==> src/source/soc_config.svh <==
`ifndef SOC_CONFIG_SVH
`define SOC_CONFIG_SVH

// bus and instruction widths
`define SOC_WORD_W      16
`define SOC_BYTE_W      8
`define SOC_OPCODE_W    4
`define SOC_OPERAND_W   12

// memory map, rom below the ram base
`define SOC_RAM_BASE    16'h8000
`define SOC_IO_BASE     16'hFF00
`define SOC_RAM_WORDS   256

// gpio byte offsets from the io base
`define SOC_GPIO_IN_LO  0
`define SOC_GPIO_OUT_LO 2

// constants used by the fixed program
`define SOC_ADD_CONST   3
`define SOC_XOR_CONST   8'hF0

`endif
==> src/source/soc_pkg.sv <==
`default_nettype none

`include "soc_config.svh"

package soc_pkg;

    typedef logic [`SOC_WORD_W-1:0]    word_t;
    typedef logic [`SOC_BYTE_W-1:0]    byte_t;
    typedef logic [`SOC_OPERAND_W-1:0] operand_t;

    // opcodes in the upper nibble of each instruction word
    typedef enum logic [`SOC_OPCODE_W-1:0] {
        op_ldi,
        op_addi,
        op_xori,
        op_ld_ram,
        op_st_ram,
        op_ld_io,
        op_st_io,
        op_jmp
    } opcode_t;

    typedef struct packed {
        opcode_t  opcode;
        operand_t operand;
    } decoded_instr_t;

    typedef enum logic [1:0] {
        st_fetch,
        st_decode,
        st_execute,
        st_result
    } cpu_state_t;

    typedef struct packed {
        word_t addr;
        word_t wdata;
        logic  write_en;
    } bus_req_t;

    typedef struct packed {
        word_t value;
        logic  load_acc;
        logic  branch;
        word_t target;
    } exec_result_t;

endpackage

`default_nettype wire

==> src/source/clock_soc.sv <==
`timescale 1ns/1ps
`default_nettype none

module clock_soc (
    input  logic        clk,
    input  logic        reset,
    input  logic [15:0] gpi,
    output logic [15:0] gpo
);
    import soc_pkg::*;

    // cpu internals
    cpu_state_t     state;
    decoded_instr_t instr;
    exec_result_t   result;
    word_t          acc;
    word_t          pc;

    // shared bus
    bus_req_t       bus_req;
    word_t          rom_data;
    word_t          rdata;

    cpu_decode cpu_dec (
        .clk   (clk),
        .reset (reset),
        .rdata (rdata),
        .state (state),
        .instr (instr)
    );

    cpu_execute cpu_exe (
        .state   (state),
        .instr   (instr),
        .acc     (acc),
        .pc      (pc),
        .rdata   (rdata),
        .bus_req (bus_req),
        .result  (result)
    );

    cpu_result cpu_res (
        .clk    (clk),
        .reset  (reset),
        .state  (state),
        .result (result),
        .acc    (acc),
        .pc     (pc)
    );

    program_rom rom (
        .clk     (clk),
        .bus_req (bus_req),
        .rdata   (rom_data)
    );

    // ram, gpio and the read merge
    memory_map mem_map (
        .clk      (clk),
        .reset    (reset),
        .bus_req  (bus_req),
        .rom_data (rom_data),
        .gpi      (gpi),
        .gpo      (gpo),
        .rdata    (rdata)
    );

endmodule

`default_nettype wire

==> src/source/memory_map.sv <==
`timescale 1ns/1ps
`default_nettype none

`include "soc_config.svh"

module memory_map (
    input  logic              clk,
    input  logic              reset,
    input  soc_pkg::bus_req_t bus_req,
    input  soc_pkg::word_t    rom_data,
    input  logic [15:0]       gpi,
    output logic [15:0]       gpo,
    output soc_pkg::word_t    rdata
);
    import soc_pkg::*;

    localparam int    ram_aw = $clog2(`SOC_RAM_WORDS);
    localparam byte_t in_lo  = byte_t'(`SOC_GPIO_IN_LO);
    localparam byte_t in_hi  = byte_t'(`SOC_GPIO_IN_LO + 1);
    localparam byte_t out_lo = byte_t'(`SOC_GPIO_OUT_LO);
    localparam byte_t out_hi = byte_t'(`SOC_GPIO_OUT_LO + 1);

    logic              ram_sel;
    logic              io_sel;
    logic [ram_aw-1:0] ram_idx;
    byte_t             io_off;
    byte_t             din_periph;
    byte_t             dout_periph;
    byte_t             periph_q;
    logic              periph_odd_q;
    word_t             periph_word;
    word_t             ram_q;
    word_t             ram [`SOC_RAM_WORDS];

    assign ram_sel = (bus_req.addr >= `SOC_RAM_BASE) && (bus_req.addr < `SOC_IO_BASE);
    assign io_sel  = (bus_req.addr >= `SOC_IO_BASE);
    assign ram_idx = bus_req.addr[ram_aw:1];
    assign io_off  = byte_t'(bus_req.addr - `SOC_IO_BASE);

    // odd peripheral addresses take the upper lane
    assign din_periph = bus_req.addr[0] ? bus_req.wdata[15:8] : bus_req.wdata[7:0];

    always_comb begin
        case (io_off)
            in_lo:   dout_periph = gpi[7:0];
            in_hi:   dout_periph = gpi[15:8];
            out_lo:  dout_periph = gpo[7:0];
            out_hi:  dout_periph = gpo[15:8];
            default: dout_periph = '0;
        endcase
    end

    always_ff @(posedge clk) begin
        if (reset) begin
            gpo <= '0;
        end else if (io_sel && bus_req.write_en) begin
            if (io_off == out_lo) begin
                gpo[7:0] <= din_periph;
            end
            if (io_off == out_hi) begin
                gpo[15:8] <= din_periph;
            end
        end
    end

    // registered responses, each zero when not selected
    always_ff @(posedge clk) begin
        if (ram_sel && bus_req.write_en) begin
            ram[ram_idx] <= bus_req.wdata;
        end
        ram_q        <= ram_sel ? ram[ram_idx] : '0;
        periph_q     <= io_sel ? dout_periph : '0;
        periph_odd_q <= bus_req.addr[0];
    end

    assign periph_word = periph_odd_q ? {periph_q, 8'h00} : {8'h00, periph_q};
    assign rdata       = rom_data | ram_q | periph_word;

endmodule

`default_nettype wire

==> src/source/program_rom.sv <==
`timescale 1ns/1ps
`default_nettype none

`include "soc_config.svh"

module program_rom (
    input  logic              clk,
    input  soc_pkg::bus_req_t bus_req,
    output soc_pkg::word_t    rdata
);
    import soc_pkg::*;

    logic [13:0]    word_idx;
    decoded_instr_t rom_word;

    assign word_idx = bus_req.addr[14:1];

    // gpi low byte plus constant, through ram, xor, out to gpo
    always_comb begin
        case (word_idx)
            14'd0:   rom_word = '{op_ld_io, operand_t'(`SOC_GPIO_IN_LO)};
            14'd1:   rom_word = '{op_addi, operand_t'(`SOC_ADD_CONST)};
            14'd2:   rom_word = '{op_st_ram, operand_t'(0)};
            14'd3:   rom_word = '{op_ld_ram, operand_t'(0)};
            14'd4:   rom_word = '{op_xori, operand_t'(`SOC_XOR_CONST)};
            14'd5:   rom_word = '{op_st_io, operand_t'(`SOC_GPIO_OUT_LO)};
            14'd6:   rom_word = '{op_jmp, operand_t'(0)};
            default: rom_word = '{op_ldi, operand_t'(0)};
        endcase
    end

    // region is 0x0000 to 0x7fff, zero elsewhere for the read merge
    always_ff @(posedge clk) begin
        rdata <= bus_req.addr[15] ? '0 : word_t'(rom_word);
    end

endmodule

`default_nettype wire

==> src/source/cpu_result.sv <==
`timescale 1ns/1ps
`default_nettype none

module cpu_result (
    input  logic                  clk,
    input  logic                  reset,
    input  soc_pkg::cpu_state_t   state,
    input  soc_pkg::exec_result_t result,
    output soc_pkg::word_t        acc,
    output soc_pkg::word_t        pc
);
    import soc_pkg::*;

    // instructions are one word, two bytes
    localparam word_t pc_step = word_t'(2);

    always_ff @(posedge clk) begin
        if (reset) begin
            acc <= '0;
            pc  <= '0;
        end else if (state == st_result) begin
            if (result.load_acc) begin
                acc <= result.value;
            end
            if (result.branch) begin
                pc <= result.target;
            end else begin
                pc <= pc + pc_step;
            end
        end
    end

endmodule

`default_nettype wire

==> src/source/cpu_execute.sv <==
`timescale 1ns/1ps
`default_nettype none

`include "soc_config.svh"

module cpu_execute (
    input  soc_pkg::cpu_state_t     state,
    input  soc_pkg::decoded_instr_t instr,
    input  soc_pkg::word_t          acc,
    input  soc_pkg::word_t          pc,
    input  soc_pkg::word_t          rdata,
    output soc_pkg::bus_req_t       bus_req,
    output soc_pkg::exec_result_t   result
);
    import soc_pkg::*;

    word_t imm_ext;
    word_t ram_addr;
    word_t io_addr;
    word_t jmp_target;
    logic  is_store;

    assign imm_ext = word_t'(instr.operand);

    // ram operand is a word offset, io operand a byte offset
    assign ram_addr   = `SOC_RAM_BASE + word_t'({instr.operand, 1'b0});
    assign io_addr    = `SOC_IO_BASE + imm_ext;
    assign jmp_target = word_t'({instr.operand, 1'b0});
    assign is_store   = (instr.opcode == op_st_ram) || (instr.opcode == op_st_io);

    // pc on the bus except for the data access cycle
    always_comb begin
        bus_req.addr     = pc;
        bus_req.wdata    = acc;
        bus_req.write_en = 1'b0;
        if (state == st_execute) begin
            case (instr.opcode)
                op_ld_ram, op_st_ram: bus_req.addr = ram_addr;
                op_ld_io, op_st_io:   bus_req.addr = io_addr;
                default:              bus_req.addr = pc;
            endcase
            bus_req.write_en = is_store;
        end
    end

    // load data is only valid in st_result, which is when it is used
    always_comb begin
        result.value    = acc;
        result.load_acc = 1'b0;
        result.branch   = 1'b0;
        result.target   = jmp_target;
        case (instr.opcode)
            op_ldi: begin
                result.value    = imm_ext;
                result.load_acc = 1'b1;
            end
            op_addi: begin
                result.value    = acc + imm_ext;
                result.load_acc = 1'b1;
            end
            op_xori: begin
                result.value    = acc ^ imm_ext;
                result.load_acc = 1'b1;
            end
            op_ld_ram, op_ld_io: begin
                result.value    = rdata;
                result.load_acc = 1'b1;
            end
            op_jmp:  result.branch = 1'b1;
            default: result.load_acc = 1'b0;
        endcase
    end

endmodule

`default_nettype wire

==> src/source/cpu_decode.sv <==
`timescale 1ns/1ps
`default_nettype none

module cpu_decode (
    input  logic                    clk,
    input  logic                    reset,
    input  soc_pkg::word_t          rdata,
    output soc_pkg::cpu_state_t     state,
    output soc_pkg::decoded_instr_t instr
);
    import soc_pkg::*;

    cpu_state_t next_state;
    opcode_t    fetched_opcode;
    operand_t   fetched_operand;

    // split the returned rom word into its fields
    assign fetched_opcode  = opcode_t'(rdata[$bits(word_t)-1 -: $bits(opcode_t)]);
    assign fetched_operand = rdata[$bits(operand_t)-1:0];

    // fixed four step sequence, no stalls
    always_comb begin
        case (state)
            st_fetch:   next_state = st_decode;
            st_decode:  next_state = st_execute;
            st_execute: next_state = st_result;
            default:    next_state = st_fetch;
        endcase
    end

    always_ff @(posedge clk) begin
        if (reset) begin
            state         <= st_fetch;
            instr.opcode  <= op_ldi;
            instr.operand <= '0;
        end else begin
            state <= next_state;
            // rom word arrives one cycle after the fetch address
            if (state == st_decode) begin
                instr.opcode  <= fetched_opcode;
                instr.operand <= fetched_operand;
            end
        end
    end

endmodule

`default_nettype wire

==> config.mk <==
export PLATFORM = sky130hd
export DESIGN_NAME = clock_soc
export DESIGN_NICKNAME = d
export VERILOG_FILES = /design/src/source/soc_pkg.sv /design/src/source/clock_soc.sv /design/src/source/memory_map.sv /design/src/source/program_rom.sv /design/src/source/cpu_result.sv /design/src/source/cpu_execute.sv /design/src/source/cpu_decode.sv
export VERILOG_INCLUDE_DIRS = /design/src /design/src/source
export SDC_FILE = /design/constraint.sdc
export NUM_CORES = 2
export LEC_CHECK = 0
export CAP_MARGIN = 20
export CORE_MARGIN = 1
export CORE_UTILIZATION = 50
export CTS_CLUSTER_DIAMETER = 150
export CTS_CLUSTER_SIZE = 14
export DETAILED_ROUTE_END_ITERATION = 16
export DONT_BUFFER_PORTS = 1
export PLACE_DENSITY = 0.74
export SLEW_MARGIN = 20
export SYNTH_ARGS = -nofsm -noshare
export SYNTH_HDL_FRONTEND = slang
export SYNTH_HIERARCHICAL = 1
export SYNTH_SLANG_ARGS = --single-unit
export TNS_END_PERCENT = 100
==> constraint.sdc <==
create_clock -name clk -period 6.1 [get_ports clk]
set_input_delay 1.22 -clock clk [delete_from_list [all_inputs] [get_ports clk]]
set_output_delay 1.22 -clock clk [all_outputs]
set_load 0.05 [all_outputs]
==> impl_metrics.json <==
{
  "status": "finished with violations",
  "violations": "design-rule violations",
  "crit_buf_inv": 4,
  "cp-start-kind": "flip-flop",
  "finalSetupViolCount": 0,
  "finClkSkew_ns": 0.0898,
  "finalCritPeriodShare": 0.966,
  "p_comb_frac": 0.103,
  "max_slew.worst_pin.slew_ns": 1.34,
  "dp_cells": 12800,
  "drc": 32,
  "synth_flop_cell": "edfxtp_1",
  "crit_start": "cpu_dec/instr[15]",
  "htreeDepth": 5,
  "die-area_um2": 328000,
  "critPathKind": "reg2reg",
  "grt_max_degree": 201,
  "synthArstFlopShare": 0,
  "synth_cells": 8427,
  "synth-seq-area-share": 0.766,
  "grt_usage": 0.247,
  "synth.area.top_cells": "edfxtp_1, mux4_2, mux2i_1, dfxtp_1, a22oi_1",
  "fin_crit_ns": 5.89,
  "power.share.clock": 0.346,
  "postCtsSetupBuffers": 0,
  "power_uw": 57300,
  "yosys_warnings": 6,
  "clk_pin_slew_ns": 0.07,
  "holdWs_ns": 0.391,
  "drt_iter0_drc": 12400,
  "ant_nets": 0,
  "clock.fmax_ghz": 0.170,
  "layout_common_cells": "edfxtp_1, mux2i_1, mux4_2, buf_4, clkbuf_16",
  "p_seq_frac": 0.551,
  "final_util": 0.555,
  "root_buffer": "clkbuf_16",
  "crit_family": "simple AND/OR/NAND/NOR gates",
  "cts_buffer_depth": 4,
  "critPathMaxFanout": 44,
  "yosys.area.top_type": "edfxtp_1",
  "fin_nets": 8817,
  "vias": 85500,
  "ys_types": 89,
  "num_rows": 209,
  "maxSlewHeadroom": 0.109,
  "dpl_cell_area_um2": 171000,
  "synth-seq-cells": 4193,
  "drt_wl_total_mm": 414,
  "intPower_uw": 44300,
  "fp.dieH_um": 573,
  "via_per_inst": 6.47,
  "final_cells": 13200,
  "grt_pass1_wl_mm": 591,
  "p_leak_uw": 0.0551,
  "ir_drop_uv": 235,
  "drive_gt1_frac": 0.171,
  "clk_latency_ns": 0.93,
  "slowest_delay_ns": 1.07,
  "io_buffers": 0,
  "synth_edf_count": 4096,
  "dpl.hpwl_mm": 246,
  "area_growth_pct": 10.4,
  "cpMaxStageDelayCell": "o31ai_1",
  "first_global_vias": 83300,
  "synthesis.area_um2": 163000,
  "antenna_found_initial": 23,
  "start_util": 0.503,
  "p_per_area_nw_per_um2": 318,
  "hold_path_class": "in2reg",
  "die_w_um": 573,
  "tritoncts": "done",
  "final_common_cell": "edfxtp_1",
  "ios": 34,
  "synth_top_cell_area_share": 0.755,
  "worst_hold_startpoint": "reset",
  "cp.arrival_ns": 6.63,
  "fp.coreArea_um2": 324000,
  "rsz0062_at_grt": "false",
  "power.switching_uw": 13000,
  "p_sw_frac": 0.227,
  "slew_violations": 0,
  "ctsHoldBuffers": 0,
  "worstPathCellList": "nor2_1 -> and2_1 -> and3_1 -> nor2_1 -> buf_4 -> nand2_1 -> nand2_4 -> buf_12 -> buf_4 -> mux2i_1 -> o22ai_1 -> nor4_1 -> buf_4 -> o21ai_1 -> o31ai_1 -> and4_1 -> nand3_1",
  "fin_area_um2": 180000,
  "path_common_cell": "buf_4",
  "required_ns": 6.84,
  "clock-sinks": 4193,
  "avgSynthCellArea_um2": 19.3,
  "place.gp.congestion": 0.895,
  "first_pass_iters": 13,
  "r2r-start": "cpu_dec/instr[15]",
  "cap_violations": 0,
  "gr-total-overflow": 0,
  "cts_inserted_buffers": 341,
  "end_kind": "flip-flop",
  "avgRoutedWirePerCell_um": 31.4,
  "finalHoldViolCount": 0
}
## per-layer routing
layer | part of all wire | vias up | track usage
met5 | 0.00023 | - | 0
met4 | 0.043 | 14 | 0.0978
met3 | 0.11 | 784 | 0.0498
met2 | 0.47 | 5296 | 0.390
met1 | 0.37 | 44300 | 0.339
li1 | - | 35100 | -
## sequential cells by signal, summed over array words and instances (netlist names)
register / flops
mem_map/gpo: 16
cpu_res/acc: 16
cpu_dec/instr: 16
mem_map/periph_q: 8
cpu_res/pc: 16
cpu_dec/state: 2
rom/rdata: 6
mem_map/ram: 4096
mem_map/ram_q: 16
mem_map/periph_odd_q: 1
## cell usage after synthesis, types with 17 or more instances
cell type  instances
o31ai_1           67
mux4_2           535
o22ai_1          262
buf_4             83
nand3_1           68
a21oi_1          130
inv_1             88
and4_1            17
edfxtp_1        4096
o211ai_1          45
ha_1              18
nor3_1            28
a22oi_1          240
o21ai_0           87
buf_2            188
nor2_1           331
nand4_1           67
clkbuf_1         225
nor2b_1           83
a221oi_1          47
nor4_1            82
o21ai_1           64
a221o_1          135
mux2i_1         1013
dfxtp_1           97
buf_1             20
nand2_1          133
## kinds of logic (layout without fill, tap and decap cells)
| kind of cell | count (synthesis) | in the layout | share of synthesized area |
|---|---|---|---|
| DFF | 4193 | 4193 | 0.766 |
| other | 2 | 24 | 0.0000461 |
| xor gates and xnor gates | 13 | 13 | 0.000698 |
| AOI/OAI and AO/OA | 1140 | 1140 | 0.0489 |
| adders and majority gates | 19 | 19 | 0.00150 |
| muxes | 1549 | 1549 | 0.136 |
| buffers and inverters | 629 | 1059 | 0.0190 |
| and+or+nand+nor | 882 | 882 | 0.0272 |
## worst paths after layout
kind / end / slack, ns / cells after the start
worst min-delay path: cpu_res/acc[11] / 0.39 / 1
worst min register to register: cpu_res/pc[0] / 0.47 / 2
worst max register to register: mem_map/ram_q[1] / 0.21 / 17
worst max-delay path: mem_map/ram_q[1] / 0.21 / 17
## metrics by stage
step | setup WS [ns] | setup TNS [ns]
after floorplan | 2.01 | 0
after global placement | -0.0371 | -0.0371
after detailed placement | 0.109 | 0
after CTS | 0.0926 | 0
after global routing | 0.0921 | 0
final | 0.209 | 0
## what timing repair did
action,in CTS,in global routing
setup endpoints to repair,0,12
hold endpoints to repair,0,0
resized for setup,0,10
## power by group through the flow
stage | clock network (uW) | registers (uW) | logic (uW)
after CTS | 20000 | 31600 | 5870
after global placement | 0 | 32200 | 5740
after detailed placement | 0 | 32200 | 5840
after floorplan | 0 | 32100 | 4520
after global routing | 21000 | 31600 | 6200
final | 19800 | 31600 | 5890
## layout make-up
cell class | instances | area (um2)
Multi-Input combinational cell | 3614 | 35200
Inverter | 90 | 338
Clock inverter | 18 | 283
Tap cell | 4325 | 5410
Clock buffer | 411 | 8940
Fill cell | 23700 | 144000
Timing Repair Buffer | 540 | 4730
Antenna cell | 13 | 32.5
Sequential cell | 4193 | 125000
## worst reg2reg max path: stages, from the launching register on
cell and delay, ns:
dfxtp_1 0.65, nor2_1 0.15, and2_1 0.20, and3_1 0.29, nor2_1 0.15, buf_4 0.21
nand2_1 0.11, nand2_4 0.62, buf_12 0.38, buf_4 0.40, mux2i_1 0.30, o22ai_1 0.11
nor4_1 0.32, buf_4 0.20, o21ai_1 0.11, o31ai_1 1.07, and4_1 0.36, nand3_1 0.08
Note: power is estimated with default switching activity, not from simulation.
